**src/hdl/frame_pkg.sv**
```systemverilog
package frame_pkg;

  // ~~~~~~~~~~~~~~~~~~~~~~~~~~~~~~~~~~~~~~~~~~~~~~~~~
  // stream payload
  // ~~~~~~~~~~~~~~~~~~~~~~~~~~~~~~~~~~~~~~~~~~~~~~~~~

  localparam int DATA_WIDTH = 8;  // byte-wide link

  // ~~~~~~~~~~~~~~~~~~~~~~~~~~~~~~~~~~~~~~~~~~~~~~~~~
  // frame store and length limit
  // ~~~~~~~~~~~~~~~~~~~~~~~~~~~~~~~~~~~~~~~~~~~~~~~~~

  // 64 beats of store, one extra pointer bit tells full from empty
  localparam int FIFO_ADDR_WIDTH = 6;

  // longest good frame in beats, kept below the store depth
  // so that a legal frame always fits into an empty FIFO
  localparam int MAX_FRAME_LEN = 48;

  // beat counter of the length check, must reach past MAX_FRAME_LEN
  localparam int LEN_WIDTH = 7;

  // ~~~~~~~~~~~~~~~~~~~~~~~~~~~~~~~~~~~~~~~~~~~~~~~~~
  // statistics
  // ~~~~~~~~~~~~~~~~~~~~~~~~~~~~~~~~~~~~~~~~~~~~~~~~~

  localparam int CNT_WIDTH = 16;  // saturating frame counters

endpackage

```
**src/hdl/frame_len_check.sv**
```systemverilog
`timescale 1ns/1ns

module frame_len_check (
  input  logic                            clk,
  input  logic                            rst,
  input  logic [frame_pkg::DATA_WIDTH-1:0] up_tdata,
  input  logic                            up_tvalid,
  output logic                            up_tready,
  input  logic                            up_tlast,
  input  logic                            up_tuser,
  output logic [frame_pkg::DATA_WIDTH-1:0] chk_tdata,
  output logic                            chk_tvalid,
  input  logic                            chk_tready,
  output logic                            chk_tlast,
  output logic                            chk_tuser,
  output logic                            oversize
);

  logic [frame_pkg::LEN_WIDTH-1:0] beat_cnt;  // beats of this frame already taken
  logic                            too_long;
  logic                            len_bad;   // held beat ends an oversize frame
  logic                            up_accept;

  // register empty, or emptied on this edge
  assign up_tready = ~chk_tvalid | chk_tready;
  assign up_accept = up_tvalid & up_tready;

  // the incoming beat is number beat_cnt+1
  assign too_long = beat_cnt >= frame_pkg::MAX_FRAME_LEN;

  assign oversize = chk_tvalid & chk_tready & len_bad;

  always_ff @(posedge clk) begin
    if (rst) begin
      chk_tvalid <= 1'b0;
      beat_cnt   <= '0;
    end else begin
      if (up_tready) begin
        chk_tvalid <= up_tvalid;
      end
      if (up_accept) begin
        if (up_tlast) begin
          beat_cnt <= '0;
        end else if (beat_cnt != '1) begin  // saturate, long frames stay bad
          beat_cnt <= beat_cnt + 1'b1;
        end
      end
    end
  end

  // payload register
  always_ff @(posedge clk) begin
    if (up_accept) begin
      chk_tdata <= up_tdata;
      chk_tlast <= up_tlast;
      chk_tuser <= up_tlast & (up_tuser | too_long);
      len_bad   <= up_tlast & too_long;
    end
  end

  // ~~~~~~~~~~~~~~~~~~~~~~~~~~~~~~~~~~~~~~~~~~~~~~~~~
  // checks
  // ~~~~~~~~~~~~~~~~~~~~~~~~~~~~~~~~~~~~~~~~~~~~~~~~~

  chk_hold_stable : assert property (
    @(posedge clk) disable iff (rst)
    chk_tvalid && !chk_tready |=> $stable(chk_tdata) && $stable(chk_tlast)
  );

endmodule

```
**src/hdl/axis_frame_fifo.sv**
```systemverilog
`timescale 1ns/1ns

module axis_frame_fifo #(
  parameter int ADDR_WIDTH = 6
) (
  input  logic                            clk,
  input  logic                            rst,
  input  logic [frame_pkg::DATA_WIDTH-1:0] chk_tdata,
  input  logic                            chk_tvalid,
  output logic                            chk_tready,
  input  logic                            chk_tlast,
  input  logic                            chk_tuser,
  output logic [frame_pkg::DATA_WIDTH-1:0] dn_tdata,
  output logic                            dn_tvalid,
  input  logic                            dn_tready,
  output logic                            dn_tlast,
  output logic                            frame_dropped
);

  logic [ADDR_WIDTH:0] wr_ptr;      // committed, end of last good frame
  logic [ADDR_WIDTH:0] wr_ptr_cur;  // tentative, inside the frame being written
  logic [ADDR_WIDTH:0] rd_ptr;
  logic [ADDR_WIDTH:0] fill_level;

  logic [frame_pkg::DATA_WIDTH:0] mem [2**ADDR_WIDTH];  // {tlast, tdata}

  logic drop_frame;  // rest of the current frame is swallowed
  logic full_cur;
  logic empty;
  logic mem_we;
  logic rd_en;

  // input side never stalls, overflow is handled by dropping
  assign chk_tready = 1'b1;

  // next tentative write would land on a beat not yet read out
  assign full_cur = (wr_ptr_cur[ADDR_WIDTH] != rd_ptr[ADDR_WIDTH]) &&
                    (wr_ptr_cur[ADDR_WIDTH-1:0] == rd_ptr[ADDR_WIDTH-1:0]);

  assign empty      = wr_ptr == rd_ptr;  // only committed frames are visible
  assign fill_level = wr_ptr - rd_ptr;

  assign mem_we = chk_tvalid & ~drop_frame & ~full_cur;
  assign rd_en  = ~empty & (dn_tready | ~dn_tvalid);

  // bad tuser, overflow now, or overflow earlier in the frame
  assign frame_dropped = chk_tvalid & chk_tlast & (drop_frame | full_cur | chk_tuser);

  // ~~~~~~~~~~~~~~~~~~~~~~~~~~~~~~~~~~~~~~~~~~~~~~~~~
  // write side
  // ~~~~~~~~~~~~~~~~~~~~~~~~~~~~~~~~~~~~~~~~~~~~~~~~~

  always_ff @(posedge clk) begin
    if (rst) begin
      wr_ptr     <= '0;
      wr_ptr_cur <= '0;
      drop_frame <= 1'b0;
    end else if (chk_tvalid) begin
      if (mem_we) begin
        wr_ptr_cur <= wr_ptr_cur + 1'b1;
        if (chk_tlast) begin
          if (chk_tuser) begin
            wr_ptr_cur <= wr_ptr;  // rollback
          end else begin
            wr_ptr <= wr_ptr_cur + 1'b1;  // commit
          end
        end
      end else begin
        drop_frame <= ~chk_tlast;
        if (chk_tlast) begin
          wr_ptr_cur <= wr_ptr;
        end
      end
    end
  end

  always_ff @(posedge clk) begin
    if (mem_we) begin
      mem[wr_ptr_cur[ADDR_WIDTH-1:0]] <= {chk_tlast, chk_tdata};
    end
  end

  // ~~~~~~~~~~~~~~~~~~~~~~~~~~~~~~~~~~~~~~~~~~~~~~~~~
  // read side
  // ~~~~~~~~~~~~~~~~~~~~~~~~~~~~~~~~~~~~~~~~~~~~~~~~~

  always_ff @(posedge clk) begin
    if (rst) begin
      rd_ptr    <= '0;
      dn_tvalid <= 1'b0;
    end else begin
      if (dn_tready || !dn_tvalid) begin
        dn_tvalid <= ~empty;
      end
      if (rd_en) begin
        rd_ptr <= rd_ptr + 1'b1;
      end
    end
  end

  // output register, refilled when empty or taken
  always_ff @(posedge clk) begin
    if (rd_en) begin
      {dn_tlast, dn_tdata} <= mem[rd_ptr[ADDR_WIDTH-1:0]];
    end
  end

  // reader stays within committed data
  rd_behind_commit : assert property (
    @(posedge clk) disable iff (rst)
    fill_level <= 2**ADDR_WIDTH
  );

endmodule

```
**src/hdl/frame_stats.sv**
```systemverilog
`timescale 1ns/1ns

module frame_stats (
  input  logic                           clk,
  input  logic                           rst,
  input  logic                           frame_sent,
  input  logic                           frame_dropped,
  output logic [frame_pkg::CNT_WIDTH-1:0] frames_out,
  output logic [frame_pkg::CNT_WIDTH-1:0] frames_dropped
);

  // holds at all ones instead of wrapping
  function automatic logic [frame_pkg::CNT_WIDTH-1:0] sat_inc(
    input logic [frame_pkg::CNT_WIDTH-1:0] value
  );
    if (value == '1) begin
      return value;
    end
    return value + 1'b1;
  endfunction

  always_ff @(posedge clk) begin
    if (rst) begin
      frames_out     <= '0;
      frames_dropped <= '0;
    end else begin
      if (frame_sent) begin
        frames_out <= sat_inc(frames_out);
      end
      if (frame_dropped) begin
        frames_dropped <= sat_inc(frames_dropped);
      end
    end
  end

  cnt_monotonic : assert property (
    @(posedge clk) disable iff (rst)
    !rst |=> (frames_out >= $past(frames_out)) &&
             (frames_dropped >= $past(frames_dropped))
  );

endmodule

```
**src/hdl/frame_filter_top.sv**
```systemverilog
`timescale 1ns/1ns

module frame_filter_top (
  input  logic                            clk,
  input  logic                            rst,
  input  logic [frame_pkg::DATA_WIDTH-1:0] up_tdata,
  input  logic                            up_tvalid,
  output logic                            up_tready,
  input  logic                            up_tlast,
  input  logic                            up_tuser,
  output logic [frame_pkg::DATA_WIDTH-1:0] dn_tdata,
  output logic                            dn_tvalid,
  input  logic                            dn_tready,
  output logic                            dn_tlast,
  output logic [frame_pkg::CNT_WIDTH-1:0]  frames_out,
  output logic [frame_pkg::CNT_WIDTH-1:0]  frames_dropped
);

  logic [frame_pkg::DATA_WIDTH-1:0] chk_tdata;
  logic                             chk_tvalid;
  logic                             chk_tready;
  logic                             chk_tlast;
  logic                             chk_tuser;
  logic                             oversize;
  logic                             frame_dropped;
  logic                             frame_sent;

  assign frame_sent = dn_tvalid & dn_tready & dn_tlast;

  frame_len_check frame_len_check_i (
    .clk        (clk),
    .rst        (rst),
    .up_tdata   (up_tdata),
    .up_tvalid  (up_tvalid),
    .up_tready  (up_tready),
    .up_tlast   (up_tlast),
    .up_tuser   (up_tuser),
    .chk_tdata  (chk_tdata),
    .chk_tvalid (chk_tvalid),
    .chk_tready (chk_tready),
    .chk_tlast  (chk_tlast),
    .chk_tuser  (chk_tuser),
    .oversize   (oversize)
  );

  axis_frame_fifo #(
    .ADDR_WIDTH (frame_pkg::FIFO_ADDR_WIDTH)
  ) axis_frame_fifo_i (
    .clk           (clk),
    .rst           (rst),
    .chk_tdata     (chk_tdata),
    .chk_tvalid    (chk_tvalid),
    .chk_tready    (chk_tready),
    .chk_tlast     (chk_tlast),
    .chk_tuser     (chk_tuser),
    .dn_tdata      (dn_tdata),
    .dn_tvalid     (dn_tvalid),
    .dn_tready     (dn_tready),
    .dn_tlast      (dn_tlast),
    .frame_dropped (frame_dropped)
  );

  frame_stats frame_stats_i (
    .clk            (clk),
    .rst            (rst),
    .frame_sent     (frame_sent),
    .frame_dropped  (frame_dropped),
    .frames_out     (frames_out),
    .frames_dropped (frames_dropped)
  );

  // the FIFO takes every beat, so an oversize frame is dropped on the same edge
  oversize_dropped : assert property (
    @(posedge clk) disable iff (rst)
    oversize |-> frame_dropped
  );

endmodule

```
**config.mk**
```make
export PLATFORM = sky130hd
export DESIGN_NAME = frame_filter_top
export DESIGN_NICKNAME = d
export VERILOG_FILES = /design/src/hdl/frame_pkg.sv /design/src/hdl/frame_len_check.sv /design/src/hdl/axis_frame_fifo.sv /design/src/hdl/frame_stats.sv /design/src/hdl/frame_filter_top.sv
export SDC_FILE = /design/constraint.sdc
export NUM_CORES = 1
export LEC_CHECK = 0
export ABC_AREA = 1
export BUFFER_PORTS_ARGS = -buffer_cell sky130_fd_sc_hd__buf_2
export CAP_MARGIN = 15
export CORE_ASPECT_RATIO = 1.4
export CORE_MARGIN = 3
export CORE_UTILIZATION = 47
export DETAILED_ROUTE_END_ITERATION = 10
export PLACE_DENSITY = 0.65
export REMOVE_ABC_BUFFERS = 1
export SETUP_SLACK_MARGIN = 0.02
export SLEW_MARGIN = 20
export SYNTH_ARGS = -nofsm -noshare
export SYNTH_HDL_FRONTEND = slang
export SYNTH_SLANG_ARGS = --single-unit
```
**constraint.sdc**
```tcl
create_clock -name clk -period 2.4 [get_ports clk]
set_input_delay 0.24 -clock clk [delete_from_list [all_inputs] [get_ports clk]]
set_output_delay 0.24 -clock clk [all_outputs]
set_load 0.05 [all_outputs]
```
== After elaboration in Yosys (flattened, before gate mapping) ==
Memory sizes are Yosys's and may differ from the RTL's. A register that Yosys moved wholly into a read port is not among the register bits.
Cells that the tools add are included.
Storage, ports and cells
  bits in writable memories: 576
  word-level logic and storage cells: 72
  memories: 1
  register bits: 73
Memory list
  axis_frame_fifo_i.mem: words 64, width 9, read ports 1, clocked after Yosys merged registers in 1, wr ports 1, RTL line axis_frame_fifo.sv:25  | logic [frame_pkg::DATA_WIDTH:0] mem [2**ADDR_WIDTH];
Operators by class
  mux-type cells: 16
  equal/unequal tests: 8
  reductions and logical operators: 11
  bitwise gates (word level): 18
  add/sub/neg operators: 5
  magnitude comparators: 1
Operator list (count)
  2-to-1 mux 7 bit: 6
  adder 16 x 1 -> 16 bit, second input constant: 2
  equality test 16 bit, second input constant: 2
  2-to-1 mux 16 bit: 2
  adder 7 x 1 -> 7 bit, second input constant: 3
  AND reduction 2 bit: 5
  AND 1 bit: 8
  2-to-1 mux 1 bit: 8
  equality test 7 bit: 1
  greater-or-equal comparator 7 x 6 -> 1 bit, second input constant: 1
  != test 7 bit, second input constant: 1
  equality test 6 bit: 1
  NOT 1 bit: 6
  != test 2 bit, second input constant: 2
  OR 1 bit: 4
  nonzero test 2 bit: 2
  AND reduction 3 bit: 1
  logical AND 1 bit: 1
  zero test 1 bit: 1
  logical OR 1 bit: 1
  != test 1 bit: 1

== Depth between registers and ports, before layout ==
Gate-level depths: netlist of run 1.
  depth in word-level cells: 9
  mapped depth: 14

== Cells and area by module ==
From an unflattened synthesis of run 1, not the netlist that was laid out.
Unflattened totals
  cells, all modules: 2731
  area total of the unflattened synthesis: 28091.9 µm²
By module, submodules not included
  axis_frame_fifo: area each 25341.8 µm², sequential area each 18027.3 µm², cells each 2332, times used 1
  frame_stats: area each 1878.1 µm², sequential area each 640.6 µm², cells each 304, times used 1
  frame_len_check: area each 858.3 µm², sequential area each 490.5 µm², cells each 92, times used 1
  frame_filter_top: area each 13.8 µm², sequential area each 0.0 µm², cells each 3, times used 1

== Worst setup path before layout of run 1 ==
Ideal clock, no wire load.
  path type: register to register
  start: register frame_len_check_i.chk_tlast
  end: register frame_stats_i.frames_dropped[12] (netlist bit)
  data arrival time: 2.178 ns
  period minus slack after synthesis: 2.310 ns
  setup time: 0.132 ns
  stages on the path, launching flop included: 7
  setup slack: 0.090 ns
  cells stage by stage: edfxtp_1 -> nand2_1 -> clkinv_1 -> clkbuf_1 -> nand3_1 -> nand2_1 -> a21oi_1
On the way
  longest elaborated chain between the ends: 3
RTL lines
  from (decl): RTL line frame_len_check.sv:14  | output logic chk_tlast,
  from (signal assigned): RTL line frame_len_check.sv:55  | chk_tlast <= up_tlast;
  AND 1 bit (2 in series): RTL line axis_frame_fifo.sv:47  | assign frame_dropped = chk_tvalid & chk_tlast & (drop_frame | full_cur | chk_tuser);
  AND reduction 2 bit (no line)
  to (signal assigned): RTL line frame_stats.sv:31  | frames_dropped <= sat_inc(frames_dropped);
  to (decl): RTL line frame_stats.sv:9  | output logic [frame_pkg::CNT_WIDTH-1:0] frames_dropped
Every way passes these cells.
A chain may end at the register's enable or synchronous reset.

== Final worst setup path of run 1 ==
  start: register axis_frame_fifo_i.rd_ptr[3]
  end: memory axis_frame_fifo_i.mem[52][0] (netlist bit), enable pin
On the way
  longest elaborated chain between the ends: 6
RTL lines
  from (decl): RTL line axis_frame_fifo.sv:22  | logic [ADDR_WIDTH:0] rd_ptr;
  from (signal assigned): RTL line axis_frame_fifo.sv:96  | rd_ptr <= rd_ptr + 1'b1;
  equality test 6 bit: RTL line axis_frame_fifo.sv:38  | (wr_ptr_cur[ADDR_WIDTH-1:0] == rd_ptr[ADDR_WIDTH-1:0]);
  logical AND 1 bit: RTL line axis_frame_fifo.sv:37  | assign full_cur = (wr_ptr_cur[ADDR_WIDTH] != rd_ptr[ADDR_WIDTH]) &&
  NOT 1 bit: RTL line axis_frame_fifo.sv:43  | assign mem_we = chk_tvalid & ~drop_frame & ~full_cur;
  AND 1 bit: RTL line axis_frame_fifo.sv:43
  2-to-1 mux 1 bit: RTL line axis_frame_fifo.sv:78  | if (mem_we) begin
  2-to-1 mux 1 bit (not written as such): RTL line axis_frame_fifo.sv:79  | mem[wr_ptr_cur[ADDR_WIDTH-1:0]] <= {chk_tlast, chk_tdata};
  to (decl): RTL line axis_frame_fifo.sv:25
Every way passes these cells.

==> impl_metrics.toml, run 1 <==
[synthesis]
synth.top_cell.area_share_pct = 65.2
prevailing_post_synth_register_cell = "sky130_fd_sc_hd__edfxtp_1"
synth-async-reset-ratio_pct = 0
cells_after_synthesis = 2444
synth_enable_flop_cells = 595
ys_top_cells_by_count = "sky130_fd_sc_hd__edfxtp_1 (595), sky130_fd_sc_hd__nor2_1 (486), sky130_fd_sc_hd__nand2_1 (313)"
synthesis.yosys.warnings = 0
synthDistinctLibCells = 39
top_count_cell_post_synth = "sky130_fd_sc_hd__edfxtp_1"
netlist_top_cells_area = "sky130_fd_sc_hd__edfxtp_1 (65%), sky130_fd_sc_hd__nor2_1 (6.7%), sky130_fd_sc_hd__o21ai_0 (5.6%)"
ys_seq_elements = 658
netlist.top_cell.by_area = "sky130_fd_sc_hd__edfxtp_1"
syn_area_per_cell_um2 = 11.2
ys_seq_area_share_pct = 69.8
post_synth_instance_area_um2 = 27400

[final_layout]
finalNetCount = 2587
drive_gt1_share_pct = 12.0
final-seq-area_um2 = 19100
multi_input_area_um2 = 7330
finish.utilization_pct = 54.4
nFillCells = 4846
area_growth_syn_to_layout_pct = 14.3
antenna_cells_inserted = 0

[grt]
number_of_global_route_vias_before_repair = 19100
grt_start_max_net_pins = 109
antenna_found_initial = 0
track_usage_pct = 22.9
grt_pass1_wl_um = 109000
grt_remaining_overflow = 0

[pwr]
power.share.sequential_pct = 42.8
power.net_switching_mw = 9.81
combPwrFrac_pct = 26.0
p_int_mw = 20.4
ir_drop_mv = 0.764
power_switching_share_pct = 32.5
power-per-cell-area_nw_per_um2 = 964
p_leak_nw = 10.8
pwr-share-clk_pct = 31.2

[critical_path]
critical_path_required_ns = 2.71
cp_slowest_cell = "sky130_fd_sc_hd__dfxtp_1"
timing.critical_path.to_type = "flip-flop"
cp_slowest_stage_delay_ns = 0.44
startpoint_type = "flip-flop"
crit-reg2reg-launch = "axis_frame_fifo_i.rd_ptr[3]"
critical_path.most_common_cell = "sky130_fd_sc_hd__nand2_1"
path_cells = "inv_1 > nand2_1 > nand2_1 > nand2_1 > nor2_1 > nand2_2 > nand2_4 > inv_4 > nand4_1 > buf_4 > nor2_1 > buf_4"
setup.reg_to_reg.worst_slack_ns = 0.17
worstRegToRegCells = 12
crit_start = "axis_frame_fifo_i.rd_ptr[3]"
worstPathArrival_ns = 2.54
worst_setup_path_type = "flip-flop to flip-flop"
crit_path_max_fanout = 9
critical_path.reg2reg.endpoint = "axis_frame_fifo_i.mem[52][0]"

[min_path]
holdPathStages = 1
hold_path_startpoint = "up_tvalid"
timing.hold.worst.class = "primary input to flip-flop"
worstHoldEndpoint = "frame_len_check_i.chk_tdata[2]"

[routing]
postRouteWirelength_um = 70800
via_count = 19100
routed_wire_length_per_instance_um = 21.1
antenna_violating_nets_post_route = 0
dr.pass1.iters = 5
count_of_routing_violations_after_the_opening_detailed_route_iteration = 1544
detail_route.vias_per_cell = 5.69
remaining_drc_errors = 0

[die]
die-area_um2 = 61300
starting_density_pct = 47.6
rows = 104
core_region_area_um2 = 57600
die_h_um = 292
design.portCount = 57
floorplan.die.width_um = 210

[cts]
cts_made_buffers = 59
clock_path_buffers = 3
tritoncts_clock_tree = "built"
clockRootBuffer = "sky130_fd_sc_hd__clkbuf_16"
clkLatencyLatePin_ns = 0.62
cts.sinks = 658
clock_pin_slew_reported_for_the_worst_setup_and_hold_paths_after_clock_tree_synthesis_ns = 0.06
cts.htree.levels = 2

[sta]
final.setup_skew_ns = 0.0180
finalHoldViolCount = 0
post-route-worst-setup-slack_ns = 0.165
worst_slew_pin_slew_ns = 0.897
max_frequency_ghz = 0.448
grt_setup_unrepaired = "no"
final_period_util_pct = 93.1
drv_slew = 0
slew_headroom_pct = 40.2
finalCriticalPeriod_ns = 2.23
setup_viol_count_final = 0

[placed_design]
post-place-ws_ns = -0.0223
gp_congestion = 0.932
detailed_placement_wirelength_estimate_um = 42200
buffer_ports.inserted = 55

[run_status]
outcome = "finished, final reports clean"

[job]
timing.max_cap.violations = 0
## cell type report
type	instances	area share [%]
inverters	88	1.08
flip-flops and latches	658	61.1
repair buffers	203	5.46
well taps	742	2.96
multi-input cells	1557	23.4
clock buffers	69	4.83
clock inverters	36	1.24
## cell families after synthesis
family | Yosys count | synth area share [%]
XOR/XNOR | 26 | 0.830
AO/OA/AOI/OAI | 481 | 9.60
other | 1 | 0.0137
adder cells (fa/ha/maj) | 6 | 0.274
AND/OR/NAND/NOR | 1043 | 16.0
buffers and inverters | 229 | 3.55
flip-flops | 658 | 69.8
## critical path: cells and delay by family (launching register included)
kind          cells  cell delay [ns]
buf+inv           4             0.68
flops             1             0.44
simple gates      8             0.79
## per-stage QoR
stage	hold slack [ns]	total power, mW	cells	area [um2]	TNS, ns
after floorplan	0.309	17.0	2303	26800	-6624.41
after global placement	0.421	20.8	3236	29300	0
after CTS	0.0127	30.3	3352	31300	0
after global routing	0.0352	31.5	3353	31300	0
after detailed placement	0.418	20.9	3236	29300	-0.198
final	0.0390	30.2	3353	31300	0
## sequential cells by signal (all words and copies together) (netlist names)
| name | cells |
|---|---|
| axis_frame_fifo_i.rd_ptr | 7 |
| frame_len_check_i.chk_tdata | 8 |
| axis_frame_fifo_i.drop_frame | 1 |
| axis_frame_fifo_i.wr_ptr_cur | 7 |
| frame_len_check_i.chk_tvalid | 1 |
| axis_frame_fifo_i.dn_tvalid | 1 |
| frame_stats_i.frames_dropped | 16 |
| axis_frame_fifo_i.dn_tdata | 8 |
| frame_len_check_i.chk_tuser | 1 |
| axis_frame_fifo_i.wr_ptr | 7 |
| frame_len_check_i.chk_tlast | 1 |
| axis_frame_fifo_i.mem | 576 |
| axis_frame_fifo_i.dn_tlast | 1 |
| frame_len_check_i.beat_cnt | 7 |
| frame_stats_i.frames_out | 16 |
## timing repair
| action | 4_1_cts | 5_1_grt |
|---|---|---|
| gates resized for setup | 1 | 3 |
| setup endpoints to repair | 9 | 38 |
| endpoints found under the hold margin | 10 | 0 |
| gates cloned | 0 | 1 |
| hold buffers | 10 | 0 |
| buffers inserted | 1 | 0 |
| pin swaps | 1 | 1 |
## layer usage
metal / part of all wire [%] / vias up / GRT usage [%]
met4: 5.8 / 0 / 12.5
met3: 6.3 / 203 / 2.82
met5: 0 / - / 0
li1: - / 8876 / -
met1: 38 / 9243 / 28.4
met2: 50 / 755 / 39.3
## power groups by stage
stage               sequential [mW]  clock (mW)  combinational [mW]
floorplan                      14.0           0                2.95
global placement               13.2           0                7.65
detailed placement             13.2           0                7.73
CTS                            12.9        9.56                7.78
global route                   13.0        10.0                8.58
finish                         12.9        9.41                7.86
## cell usage in the layout, fill, tap and decap left out, types with 3 or more instances in the layout
| cell type | n |
|---|---|
| sky130_fd_sc_hd__a21oi_1 | 71 |
| sky130_fd_sc_hd__buf_12 | 21 |
| sky130_fd_sc_hd__buf_2 | 55 |
| sky130_fd_sc_hd__buf_4 | 115 |
| sky130_fd_sc_hd__bufinv_16 | 8 |
| sky130_fd_sc_hd__clkbuf_1 | 10 |
| sky130_fd_sc_hd__clkbuf_16 | 60 |
| sky130_fd_sc_hd__clkinv_1 | 14 |
| sky130_fd_sc_hd__clkinv_2 | 12 |
| sky130_fd_sc_hd__clkinv_4 | 3 |
| sky130_fd_sc_hd__dfxtp_1 | 60 |
| sky130_fd_sc_hd__dlygate4sd3_1 | 10 |
| sky130_fd_sc_hd__edfxtp_1 | 595 |
| sky130_fd_sc_hd__ha_1 | 6 |
| sky130_fd_sc_hd__inv_1 | 79 |
| sky130_fd_sc_hd__inv_2 | 3 |
| sky130_fd_sc_hd__nand2_1 | 313 |
| sky130_fd_sc_hd__nand2_2 | 5 |
| sky130_fd_sc_hd__nand3_1 | 173 |
| sky130_fd_sc_hd__nand3_4 | 3 |
| sky130_fd_sc_hd__nand3b_1 | 4 |
| sky130_fd_sc_hd__nand4_1 | 25 |
| sky130_fd_sc_hd__nand4_4 | 3 |
| sky130_fd_sc_hd__nor2_1 | 484 |
| sky130_fd_sc_hd__nor2_2 | 4 |
| sky130_fd_sc_hd__nor3_1 | 15 |
| sky130_fd_sc_hd__o211ai_1 | 72 |
| sky130_fd_sc_hd__o21ai_0 | 306 |
| sky130_fd_sc_hd__o22ai_1 | 23 |
| sky130_fd_sc_hd__or2_2 | 10 |
| sky130_fd_sc_hd__xnor2_1 | 8 |
| sky130_fd_sc_hd__xor2_1 | 18 |
## worst max path at each step
stage	cells after the start	endpoint
final	12	axis_frame_fifo_i.mem[52][0]
after global routing	12	axis_frame_fifo_i.mem[20][2]
after CTS	12	axis_frame_fifo_i.mem[12][7]
after detailed placement	12	axis_frame_fifo_i.mem[12][1]
after global placement	12	axis_frame_fifo_i.mem[12][7]
after floorplan	10	axis_frame_fifo_i.mem[11][0]
No activity file was read; power rests on OpenSTA's default activity.
==> run 2, diff against run 1 <==
--- a/config.mk
+++ b/config.mk
@@ -12,7 +12,6 @@
 export CORE_MARGIN = 3
 export CORE_UTILIZATION = 47
 export DETAILED_ROUTE_END_ITERATION = 10
-export PLACE_DENSITY = 0.65
 export REMOVE_ABC_BUFFERS = 1
 export SETUP_SLACK_MARGIN = 0.02
 export SLEW_MARGIN = 20
==> constraint.sdc (replaced) <==
create_clock -name clk -period 2.3 [get_ports clk]
set_input_delay 0.23 -clock clk [delete_from_list [all_inputs] [get_ports clk]]
set_output_delay 0.23 -clock clk [all_outputs]
set_load 0.05 [all_outputs]
==> run 2 against run 1 <==
  * Sequential cell count did not move
  * Die area did not move
  * Utilization rose by 0.87 points
  * Routed wire length rose by 3.5%
  * Critical endpoint is now axis_frame_fifo_i.dn_tdata[5]
  * Largest power group unchanged
==> impl_metrics.toml, run 2 (synthesis results as in run 1) <==
[run_status]
outcome = "finished, final reports clean"

[pwr]
p_int_mw = 21.9
power_switching_share_pct = 32.3
pwr-share-clk_pct = 32.6
ir_drop_mv = 0.854
power.net_switching_mw = 10.4
combPwrFrac_pct = 25.5
power-per-cell-area_nw_per_um2 = 1010
p_leak_nw = 11.1
power.share.sequential_pct = 41.9

[critical_path]
crit_path_max_fanout = 121
critical_path_required_ns = 2.80
worstPathArrival_ns = 2.66
setup.reg_to_reg.worst_slack_ns = 0.14
startpoint_type = "flip-flop"
worst_setup_path_type = "flip-flop to flip-flop"
timing.critical_path.to_type = "flip-flop"

[grt]
grt_pass1_wl_um = 112000
number_of_global_route_vias_before_repair = 19000
antenna_found_initial = 2
grt_start_max_net_pins = 122
track_usage_pct = 23.8
grt_remaining_overflow = 0

[die]
starting_density_pct = 47.6
rows = 104
die_h_um = 292
core_region_area_um2 = 57600
floorplan.die.width_um = 210
die-area_um2 = 61300
design.portCount = 57

[placed_design]
post-place-ws_ns = 0.110
gp_congestion = 0.880
dp_cells = 3263
detailed_placement_wirelength_estimate_um = 45100
buffer_ports.inserted = 55

[final_layout]
finish.cell_count_without_fillers = 3396
final-seq-area_um2 = 19100
area_growth_syn_to_layout_pct = 16.1
largest_register_ff_count = 576
mostFrequentLayoutCell = "sky130_fd_sc_hd__edfxtp_1"
finalNetCount = 2622
drive_gt1_share_pct = 13.3
nFillCells = 4938
antenna_cells_inserted = 0
most-common-layout-cells = "sky130_fd_sc_hd__edfxtp_1 (595), sky130_fd_sc_hd__nor2_1 (485), sky130_fd_sc_hd__nand2_1 (313)"
multi_input_area_um2 = 7330

[sta]
final.setup_skew_ns = 0.0199
finalHoldViolCount = 0
max_frequency_ghz = 0.464
drv_slew = 0
post-route-worst-setup-slack_ns = 0.145
grt_setup_unrepaired = "no"
setup_viol_count_final = 0
worst_slew_pin_slew_ns = 0.775
finalCriticalPeriod_ns = 2.16
fin_hold_ws_ns = 0.132
final_period_util_pct = 93.7
slew_headroom_pct = 48.3

[job]
timing.max_cap.violations = 0

[routing]
routed-wl-met3_um = 3990
dr_wl_met2_um = 38000
dr.pass1.iters = 5
via_count = 18900
drt-met1-wl_um = 27700
maxUsedRoutingLayer = "met5"
routed_wire_length_per_instance_um = 21.6
postRouteWirelength_um = 73200
detail_route.vias_per_cell = 5.55
antenna_violating_nets_post_route = 0
remaining_drc_errors = 0
count_of_routing_violations_after_the_opening_detailed_route_iteration = 1491

[cts]
clock_path_buffers = 3
clkLatencyLatePin_ns = 0.63
tritoncts_clock_tree = "built"
cts_made_buffers = 61
cts.htree.levels = 2
cts.sinks = 658
clock_pin_slew_reported_for_the_worst_setup_and_hold_paths_after_clock_tree_synthesis_ns = 0.07
clockRootBuffer = "sky130_fd_sc_hd__clkbuf_16"

[min_path]
timing.hold.worst.class = "primary input to flip-flop"
==> run 2: cell types whose count changed in the layout (fill, tap and decap cells not counted), sizes merged <==
cell,before,now
dlygate4sd3,10,12
bufinv,8,9
clkbuf,70,79
clkinv,29,23
clkinvlp,2,3
inv,85,89
buf,192,224
==> run 2: final cells by class <==
class / count / area share [%]
Clock buffer: 79 / 5.19
Clock inverter: 36 / 1.37
Inverter: 88 / 1.06
Multi-Input combinational cell: 1557 / 23.0
Sequential cell: 658 / 60.1
Tap cell: 742 / 2.92
Timing Repair Buffer: 236 / 6.36
==> run 2: per-stage QoR <==
step                cell area, um2  util, %  power (mW)  setup TNS, ns
floorplan                    26800        -        17.6       -6687.71
global placement             29500     51.3        22.0              0
detailed placement           29500     51.3        22.1              0
CTS                          31800     55.1        32.6              0
global route                 31800     55.2        33.7              0
finish                       31800     55.2        32.3              0
==> run 2: final timing paths <==
| kind | cells after the start | end | start |
|---|---|---|---|
| max | 7 | axis_frame_fifo_i.dn_tdata[5] | axis_frame_fifo_i.rd_ptr[0] |
| min | 4 | axis_frame_fifo_i.dn_tvalid | dn_tready |
| max reg2reg | 7 | axis_frame_fifo_i.dn_tdata[5] | axis_frame_fifo_i.rd_ptr[0] |
| min reg2reg | 2 | frame_stats_i.frames_out[4] | frame_stats_i.frames_out[4] |
==> run 2: worst max-delay path, cell delays in order, from the launching register on <==
cell and delay (ns):
sky130_fd_sc_hd__dfxtp_4 0.42, sky130_fd_sc_hd__buf_16 0.35, sky130_fd_sc_hd__o21ai_0 0.17, sky130_fd_sc_hd__o211ai_1 0.28
sky130_fd_sc_hd__nand3_1 0.24, sky130_fd_sc_hd__nand3_1 0.19, sky130_fd_sc_hd__nand3_1 0.17, sky130_fd_sc_hd__nand2_1 0.11
==> run 2: routing by layer <==
metal / global-route usage, % / vias to the layer above
met2: 42.6 / 618
met4: 11.2 / 2
met1: 28.5 / 9118
li1: - / 8962
met3: 3.15 / 157
met5: 0 / -
==> run 2: power groups by stage <==
| stage | registers (mW) | clock network (mW) | logic [mW] |
|---|---|---|---|
| floorplan | 14.6 | 0 | 2.96 |
| global placement | 13.8 | 0 | 8.22 |
| detailed placement | 13.8 | 0 | 8.25 |
| CTS | 13.5 | 10.7 | 8.30 |
| global route | 13.6 | 11.2 | 9.01 |
| finish | 13.6 | 10.5 | 8.24 |
==> run 2: timing repair <==
item                                   4_1_cts  5_1_grt
buffers inserted                             0        6
setup endpoints to repair                    0      157
hold buffers                                12        0
gates resized for setup                      0        5
endpoints found under the hold margin       18        0
